[src/rd_mux_pkg.sv]
package rd_mux_pkg;

    // addressed subordinate count
    localparam int unsigned NUM_SUB = 6;
    // ports incl. default subordinate
    localparam int unsigned NUM_PORT = 7;
    // default port sits at the last index
    localparam int unsigned DEFAULT_SUB = 6;
    localparam int unsigned NUM_MGR = 2;

    // id widths, subordinate side carries the extra manager field
    localparam int unsigned SUB_ID_W = 8;
    localparam int unsigned MGR_ID_W = 4;
    localparam int unsigned DATA_W = 32;

    // manager field inside the subordinate-side id
    localparam int unsigned MGR_FIELD_LSB = 4;
    localparam int unsigned MGR_FIELD_W = 2;
    typedef logic [MGR_FIELD_W-1:0] mgr_field_t;
    localparam mgr_field_t MGR0_CODE = 2'b01;
    localparam mgr_field_t MGR1_CODE = 2'b10;

    // highest priority first
    localparam int unsigned SUB_PRIORITY [NUM_SUB] = '{2, 3, 1, 4, 0, 5};

    typedef logic [SUB_ID_W-1:0] sub_id_t;
    typedef logic [MGR_ID_W-1:0] mgr_id_t;
    typedef logic [DATA_W-1:0] data_t;
    typedef logic [1:0] resp_t;

    typedef logic [NUM_SUB-1:0] pend_vec_t;
    typedef logic [NUM_PORT-1:0] port_vec_t;
    typedef logic [NUM_MGR-1:0] mgr_vec_t;

    // one read beat at a subordinate port
    typedef struct packed {
        sub_id_t id;
        data_t   data;
        resp_t   resp;
        logic    last;
    } r_beat_t;

    // same beat after the manager field is stripped
    typedef struct packed {
        mgr_id_t id;
        data_t   data;
        resp_t   resp;
        logic    last;
    } m_beat_t;

endpackage

[src/rd_pending_track.sv]
`timescale 1ns/1ps

module rd_pending_track (
    input  logic                  clk,
    input  logic                  rst,
    // address accepted toward each subordinate
    input  rd_mux_pkg::pend_vec_t ar_valid,
    // last beat of that subordinate handed off
    input  rd_mux_pkg::pend_vec_t beat_done,
    output rd_mux_pkg::pend_vec_t pending
);

    import rd_mux_pkg::*;

    pend_vec_t pending_q;

    // one flag per addressed subordinate
    // a flag means a read burst is still owed by that subordinate
    // default port has no flag, it is only the fallback
    always_ff @(posedge clk) begin
        if (rst) begin
            pending_q <= '0;
        end else begin
            for (int i = 0; i < NUM_SUB; i++) begin
                // set has priority over clear
                if (ar_valid[i]) begin
                    pending_q[i] <= 1'b1;
                end else if (beat_done[i]) begin
                    pending_q[i] <= 1'b0;
                end
            end
        end
    end

    // selection follows the registered flags only,
    // so a burst cannot be cut off by a new address in the same cycle
    assign pending = pending_q;

endmodule

[src/rd_sub_select.sv]
`timescale 1ns/1ps

module rd_sub_select (
    // registered pending flags from the tracker
    input  rd_mux_pkg::pend_vec_t pending,
    // beats and valids from all ports, default included
    input  rd_mux_pkg::r_beat_t   sub_beat [rd_mux_pkg::NUM_PORT],
    input  rd_mux_pkg::port_vec_t sub_valid,
    // ready of the manager the selected beat is headed to
    input  logic                  fwd_ready,
    output rd_mux_pkg::r_beat_t   sel_beat,
    output logic                  sel_valid,
    output rd_mux_pkg::port_vec_t sub_ready,
    // last beat of the selected subordinate accepted
    output rd_mux_pkg::pend_vec_t beat_done
);

    import rd_mux_pkg::*;

    // one-hot port select
    port_vec_t sel_oh;
    // any pending subordinate found on the priority walk
    logic      hit;

    // fixed priority walk over SUB_PRIORITY
    always_comb begin
        sel_oh = '0;
        hit    = 1'b0;
        for (int p = 0; p < NUM_SUB; p++) begin
            if (!hit && pending[SUB_PRIORITY[p]]) begin
                sel_oh[SUB_PRIORITY[p]] = 1'b1;
                hit                     = 1'b1;
            end
        end
        // nothing owed, default subordinate takes the channel
        if (!hit) begin
            sel_oh[DEFAULT_SUB] = 1'b1;
        end
    end

    // beat mux, sel_oh is one-hot so at most one term matches
    always_comb begin
        sel_beat  = '0;
        sel_valid = 1'b0;
        for (int i = 0; i < NUM_PORT; i++) begin
            if (sel_oh[i]) begin
                sel_beat  = sub_beat[i];
                sel_valid = sub_valid[i];
            end
        end
    end

    // ready only back to the selected port
    // other ports see zero and hold their beats
    always_comb begin
        for (int i = 0; i < NUM_PORT; i++) begin
            sub_ready[i] = sel_oh[i] & fwd_ready;
        end
    end

    // completion of a burst
    // valid, ready and last together on the selected addressed port
    // the default port has no flag so it never reports here
    always_comb begin
        for (int i = 0; i < NUM_SUB; i++) begin
            beat_done[i] = sel_oh[i] & sub_valid[i] & fwd_ready & sub_beat[i].last;
        end
    end

endmodule

[src/rd_mgr_route.sv]
`timescale 1ns/1ps

module rd_mgr_route (
    // beat picked by the selector
    input  rd_mux_pkg::r_beat_t  sel_beat,
    input  logic                 sel_valid,
    input  rd_mux_pkg::mgr_vec_t mgr_ready,
    // shared by both managers, only valid differs
    output rd_mux_pkg::m_beat_t  mgr_beat,
    output logic                 fwd_ready,
    output rd_mux_pkg::mgr_vec_t mgr_valid
);

    import rd_mux_pkg::*;

    // manager field of the selected id
    mgr_field_t mgr_field;

    assign mgr_field = sel_beat.id[MGR_FIELD_LSB +: MGR_FIELD_W];

    // payload to the managers, id cut down to the manager width
    assign mgr_beat.id   = sel_beat.id[MGR_ID_W-1:0];
    assign mgr_beat.data = sel_beat.data;
    assign mgr_beat.resp = sel_beat.resp;
    assign mgr_beat.last = sel_beat.last;

    // steer valid forward and ready back by the manager field
    // valid is never gated by ready here
    always_comb begin
        mgr_valid = '0;
        fwd_ready = 1'b0;
        case (mgr_field)
            MGR0_CODE: begin
                mgr_valid[0] = sel_valid;
                fwd_ready    = mgr_ready[0];
            end
            MGR1_CODE: begin
                mgr_valid[1] = sel_valid;
                fwd_ready    = mgr_ready[1];
            end
            // 00 and 11 go nowhere
            // beat is never acked, subordinate keeps holding it
            default: begin
                mgr_valid = '0;
                fwd_ready = 1'b0;
            end
        endcase
    end

endmodule

[src/rd_channel_mux.sv]
`timescale 1ns/1ps

module rd_channel_mux (
    input  logic                  clk,
    input  logic                  rst,
    // address valid per addressed subordinate
    input  rd_mux_pkg::pend_vec_t ar_valid,
    // read beats from the subordinates, default port last
    input  rd_mux_pkg::r_beat_t   sub_beat [rd_mux_pkg::NUM_PORT],
    input  rd_mux_pkg::port_vec_t sub_valid,
    output rd_mux_pkg::port_vec_t sub_ready,
    // one beat, fanned out to both managers
    output rd_mux_pkg::m_beat_t   mgr_beat,
    output rd_mux_pkg::mgr_vec_t  mgr_valid,
    input  rd_mux_pkg::mgr_vec_t  mgr_ready
);

    import rd_mux_pkg::*;

    // tracker to selector
    pend_vec_t pending;
    // selector back to tracker
    pend_vec_t beat_done;
    // selector to router
    r_beat_t   sel_beat;
    logic      sel_valid;
    // router back to selector
    logic      fwd_ready;

    // pending flags, the only state in the channel
    rd_pending_track u_track (
        .clk       (clk),
        .rst       (rst),
        .ar_valid  (ar_valid),
        .beat_done (beat_done),
        .pending   (pending)
    );

    // picks one port, muxes its beat, returns ready
    rd_sub_select u_select (
        .pending   (pending),
        .sub_beat  (sub_beat),
        .sub_valid (sub_valid),
        .fwd_ready (fwd_ready),
        .sel_beat  (sel_beat),
        .sel_valid (sel_valid),
        .sub_ready (sub_ready),
        .beat_done (beat_done)
    );

    // id-based steering toward manager 0 or 1
    rd_mgr_route u_route (
        .sel_beat  (sel_beat),
        .sel_valid (sel_valid),
        .mgr_ready (mgr_ready),
        .mgr_beat  (mgr_beat),
        .fwd_ready (fwd_ready),
        .mgr_valid (mgr_valid)
    );

endmodule

[config.mk]
export PLATFORM = sky130hd
export DESIGN_NAME = rd_channel_mux
export DESIGN_NICKNAME = d
export VERILOG_FILES = /design/src/rd_mux_pkg.sv /design/src/rd_pending_track.sv /design/src/rd_sub_select.sv /design/src/rd_mgr_route.sv /design/src/rd_channel_mux.sv
export SDC_FILE = /design/constraint.sdc
export NUM_CORES = 1
export LEC_CHECK = 0
export BUFFER_PORTS_ARGS = -buffer_cell sky130_fd_sc_hd__clkbuf_2
export CORE_AREA = 2 2 141 143
export CTS_BUF_LIST = sky130_fd_sc_hd__clkbuf_8
export CTS_CLUSTER_DIAMETER = 150
export DETAILED_ROUTE_END_ITERATION = 8
export DIE_AREA = 0 0 143 145
export HOLD_SLACK_MARGIN = 0.03
export SLEW_MARGIN = 25
export SYNTH_ARGS = -nofsm -noshare
export SYNTH_HDL_FRONTEND = slang
export SYNTH_SLANG_ARGS = --single-unit
[constraint.sdc]
create_clock -name clk -period 9.6 [get_ports clk]
set_clock_uncertainty 0.15 [all_clocks]
set_input_delay 0.48 -clock clk [delete_from_list [all_inputs] [get_ports clk]]
set_output_delay 0.48 -clock clk [all_outputs]
set_load 0.02 [all_outputs]
## Yosys cells after proc, flatten, opt, wreduce, memory -nomap -nowiden

Index checks and enable logic that the tools add are counted.

- Reductions and logical operators: 16
- Bitwise operators: 25
- Mux-type cells: 41
- Eq/ne operators: 2

Operators with widths:

| kind | number |
|---|---|
| 41-bit 2-to-1 mux | 7 |
| 1-bit 2-to-1 mux | 33 |
| 1-bit bitwise AND | 25 |
| 2-bit nonzero test | 6 |
| 1-bit logical AND | 5 |
| 1-bit zero test | 5 |
| 2-bit by 1-bit == test with 1-bit output (second input constant) | 1 |
| 2-bit == test (second input constant) | 1 |
| 1-bit one-hot mux with 2 select lines | 1 |

- Word-level logic and storage cells: 90
- Flip-flop bits (word level): 6
- Bits of input ports: 318
- Output and inout bits: 48

## Depth between registers and ports, before layout

- Depth after elaboration: 26
- Mapped depth: 12
- Depth with buffers taken out: 9

## Hierarchy

A second synthesis with hierarchy kept.

- Cell total of the unflattened synthesis: 500
- Area, all modules: 3510.9 um^2

By module, submodules not included:

| module | area each (um^2) | cells each | times used | sequential area each (um^2) |
|---|---|---|---|---|
| rd_sub_select | 2906.5 | 429 | 1 | 0.0 |
| rd_mgr_route | 349.1 | 47 | 1 | 0.0 |
| rd_pending_track | 255.2 | 24 | 1 | 120.1 |

## Least setup slack after synthesis

Ideal clock, no wire load.

- Path type: register to output
- Start: register u_track.pending_q[3], in the netlist u_track.pending[3]
- End: output sub_ready[0]
- Cell stages (with the launch flop): 11
- Arrival time: 2.825 ns
- Path buffers: 4
- Data required time: 8.970 ns
- Path slack: 6.145 ns
- Cells stage by stage: dfxtp_1 -> buf_4 -> or4_4 -> nand2b_4 -> buf_6 -> buf_6 -> o21a_1 -> ha_1 -> or2_2 -> clkbuf_1 -> nor3_1

- Word-level cells in the longest chain between the ends: 21
- Elaborated cells on any way between the ends: 30
- Those cells by class: eq/ne (2); mux (18); bitwise (1); reduce/logical (9)

Ends and longest elaborated chain:

| element | line | source |
|---|---|---|
| from (decl) | rd_pending_track.sv:15 | `pend_vec_t pending_q;` |
| from (signal assigned) | rd_pending_track.sv:22 | `pending_q <= '0;` |
| from (signal, indexed assignment) | rd_pending_track.sv:27 | `pending_q[i] <= 1'b1;` |
| from (signal, indexed assignment) | rd_pending_track.sv:29 | `pending_q[i] <= 1'b0;` |
| 1-bit logical AND (*) | rd_sub_select.sv:30 | `if (!hit && pending[SUB_PRIORITY[p]]) begin` |
| 1-bit 2-to-1 mux | rd_sub_select.sv:30 |  |
| 1-bit zero test | rd_sub_select.sv:30 |  |
| 1-bit logical AND | rd_sub_select.sv:30 |  |
| 1-bit 2-to-1 mux | rd_sub_select.sv:30 |  |
| 1-bit zero test | rd_sub_select.sv:30 |  |
| 1-bit logical AND | rd_sub_select.sv:30 |  |
| 1-bit 2-to-1 mux | rd_sub_select.sv:30 |  |
| 1-bit zero test | rd_sub_select.sv:30 |  |
| 1-bit logical AND | rd_sub_select.sv:30 |  |
| 1-bit 2-to-1 mux | rd_sub_select.sv:30 |  |
| 41-bit 2-to-1 mux (7 in a row) | rd_sub_select.sv:46 | `if (sel_oh[i]) begin` |
| 2-bit == test / 2-bit by 1-bit == test with 1-bit output (equally long branches) | rd_mgr_route.sv:32 | `case (mgr_field)` |
| 1-bit one-hot mux with 2 select lines | rd_mgr_route.sv:32 |  |
| 1-bit bitwise AND (*) | rd_sub_select.sv:57 | `sub_ready[i] = sel_oh[i] & fwd_ready;` |
| to (decl) | rd_channel_mux.sv:11 | `output rd_mux_pkg::port_vec_t sub_ready,` |

Mark *: on every way between the ends. The rest lies on a longest branch, timed or not.

## Worst setup path in the final report

Same ends and word-level chain as after synthesis.

==> metrics list <==
- STA classifies the critical path startpoint as a flip-flop.
- H-Tree Level Count: 1
* Half-perimeter wire length after detailed placement: 13,000 µm
* Most used cells in the layout excluding fill and tap cells: sky130_fd_sc_hd__clkbuf_2 (351), sky130_fd_sc_hd__a21oi_1 (48), sky130_fd_sc_hd__o22ai_1 (37)
- The worst path in the final design needs a cycle of 4.43 ns, including I/O delays and setup.
- STA puts the critical path data required time at 8.97 ns.
* RSZ-0062 raised after global routing: no
- Total vias in the final route: 4,606
- Resized cells post-CTS: 0
- Setup violations remaining at the end of the flow were counted as 0.
* Data arrival time of the worst path: 3.80 ns
- In this run the count of I/O pins placed on the die edge is 366.
* Post-route DRC violation count: 0
- Area of the mapped netlist: 0.00274 mm²
- At the pin with the least slew margin, the transition time is 0.885 ns.
- Count of fill cells added during filler insertion: 2,153
- After detailed routing, the total wire length is 16,700 µm.
* Total Neg Setup Slack: 0 ns
- The clock net in this run drives a total of 6 sinks.
* CTS tree: built
- First-pass detailed-route iteration total: 5
- STA classifies the critical path endpoint as an output pin.
- Std-Cell Rows: 51
- Total nets after synthesis: 714
- In the synthesized netlist the dominant register cell turns out to be sky130_fd_sc_hd__dfxtp_1.
* Worst reg2reg setup slack: 5.75 ns
- Sequential elements use 4.38% of the synthesized area.
- Global routing finished with a remaining overflow of 0.
- Buffer count from post-CTS setup fixing: 0
- From synthesis to final layout, the design area changed by 71.6%.
- Latest clock arrival within the worst-skew pair: 0.22 ns
- Die Area: 0.0207 mm²
- Capture endpoint of the worst hold path: u_track.pending[3]$_SDFFE_PP0P_
* Number of vias per cell after detailed routing: 4.73
* DRT iter0 DRCs: 295
* Layout cell share with drive strength beyond 1: 54.0%
- After clock tree synthesis, the clock-pin slew on the worst setup and hold paths is 0.04 ns.
* Number of synthesis warnings: 0
- Counting along the longest clock path gives a buffer depth of 2.
- Number of pins exceeding their max-slew limit in the final report: 0
- Placeable core region: 0.0192 mm²
* Total CTS buffers: 3
* Maximum number of pins on one net before global-route repair: 48
- Global routing used 14.6% of the available tracks.
* Final period utilization: 46.2%
- The first global-routing pass estimated 24,100 µm of wire.
- Along the worst path, the maximum fanout reaches 41.
* Launch point of the worst hold path: ar_valid[3]
- Syn_area_per_cell: 6.96 µm²
- Flip-flop count of the largest register after layout: 6
* Synth unique cells: 49
* Count of flip-flops with a built-in enable after synthesis: 0
- The analysis attributes to cell leakage a power of 2.35 nW.
* Via count of the first global-routing pass: 4,489
* Number of failing hold endpoints at the final stage: 0
* Maximum VDD drop: 0.0330 mV
- Total Power: 0.366 mW
* Critical R2R Launch: u_track.pending[3]$_SDFFE_PP0P_
- In this run, synthesis produced a sequential element count of 6.
- The critical path is of the reg2out type.
- Min-Delay Path Class: in2reg
- The endpoint identified for the worst register-to-register timing path is u_track.pending[1]$_SDFFE_PP0P_.
- Post-synth ARST share: 0%
* Instance count along the most critical hold path: 3
- Final antenna diode count: 0
- Gp weighted congestion: 0.848
* Status: finished, final reports clean
* Post-DR wirelength/cell: 17.2 µm
- Power Dens Cells: 77.8 mW/mm²
* Root buffer cell: sky130_fd_sc_hd__clkbuf_8
* Die extent in x: 143 µm
- Effective utilization at floorplan: 14.3%
- Headroom to the max-slew limit: 40.8%
- Leaving out fill and tap cells, the most frequent cell in the layout is sky130_fd_sc_hd__clkbuf_2.
* Reg2Reg Depth: 9
* Post-route ant nets: 0
* Final net count: 1,030
- Number of antenna violations at the first check in global routing: 0
- Die boundary height: 145 µm
* Synth Instances: 394
- The number of hold buffers added after CTS was 0.
- # Max-Cap Violations: 0
- The count of buffers added on input and output ports is 351.
* Peak clock frequency supported by timing: 0.226 GHz
## layer usage
| metal | track usage (%) | wire, µm | vias up |
|---|---|---|---|
| met2 | 26.7 | 8250 | 280 |
| met5 | 0 | 0 | - |
| met1 | 17.7 | 6810 | 2104 |
| met3 | 1.95 | 1310 | 20 |
| li1 | - | - | 2202 |
| met4 | 3.47 | 331 | 0 |
## stage by stage
step | instance area (µm²) | hold WS, ns | setup WS [ns] | util (%) | instances
2_1_floorplan | 2740 | 0.399 | 6.15 | - | 394
6_report | 4710 | 0.325 | 5.17 | 24.5 | 973
3_5_place_dp | 4640 | 0.494 | 5.02 | 24.1 | 969
3_3_place_gp | 4640 | 0.483 | 5.04 | 24.1 | 969
4_1_cts | 4680 | 0.325 | 4.80 | 24.4 | 972
5_1_grt | 4710 | 0.335 | 4.89 | 24.5 | 973
## power by group
group,switching (mW),internal [mW],leakage (nW)
registers,0.0128,0.0272,0.0510
clock network,0.00998,0.0269,0.0216
logic,0.158,0.132,2.28
total,0.180,0.186,2.35
## area by class of cell
| cell class | instances | area [µm²] | share of cell area (%) |
|---|---|---|---|
| clock buffer | 3 | 41.3 | 0.877 |
| inverter | 8 | 30.0 | 0.638 |
| tap | 265 | 332 | 7.04 |
| multi-input combinational | 334 | 2360 | 50.1 |
| sequential | 6 | 125 | 2.66 |
| timing repair buffer | 357 | 1820 | 38.7 |
## how the worst max path moves through the flow
stage | slack, ns | to | cells past startpoint | from
4_1_cts | 4.80 | sub_ready[0] | 8 | u_track.pending[3]$_SDFFE_PP0P_
3_3_place_gp | 5.04 | sub_ready[0] | 8 | u_track.pending[3]$_SDFFE_PP0P_
3_5_place_dp | 5.02 | sub_ready[0] | 8 | u_track.pending[3]$_SDFFE_PP0P_
5_1_grt | 4.89 | sub_ready[0] | 9 | u_track.pending[3]$_SDFFE_PP0P_
2_1_floorplan | 6.15 | sub_ready[0] | 10 | u_track.pending[3]$_SDFFE_PP0P_
6_report | 5.17 | sub_ready[0] | 9 | u_track.pending[3]$_SDFFE_PP0P_
## critical path, stage by stage (launching register included)
cell and delay [ns]:
sky130_fd_sc_hd__dfxtp_2 0.55, sky130_fd_sc_hd__or4_4 0.69, sky130_fd_sc_hd__nor2_4 0.54, sky130_fd_sc_hd__buf_16 0.24
sky130_fd_sc_hd__a211oi_1 0.16, sky130_fd_sc_hd__o22a_1 0.25, sky130_fd_sc_hd__ha_1 0.28, sky130_fd_sc_hd__or2_2 0.40
sky130_fd_sc_hd__nor3_1 0.24, sky130_fd_sc_hd__clkbuf_2 0.22
## kinds of logic after synthesis
logic type                 after synthesis  share of synthesized area (%)
muxes                                   41                           15.2
and+or+nand+nor                         96                           20.1
DFF                                      6                           4.38
AOI/OAI and AO/OA                      195                           49.6
adders and majority gates                2                          0.912
buffers and inverters                   54                           9.81
## Yosys cell counts, drive strengths merged, types with 4 or more instances
cell type	instances	area (µm²)
a211o	4	35.0
a211oi	31	233
a21oi	48	240
a221oi	6	52.6
a22oi	5	37.5
a2bb2oi	30	263
buf	18	134
clkbuf	28	105
dfxtp	6	120
inv	8	30.0
mux2	6	67.6
mux2i	35	350
nand2	11	41.3
nand3b	30	225
nor2	36	145
nor2b	4	25.0
nor3	7	45.0
o21ai	8	40.0
o22ai	37	231
o2bb2ai	9	78.8
Note: power is estimated with default switching activity, not from simulation.
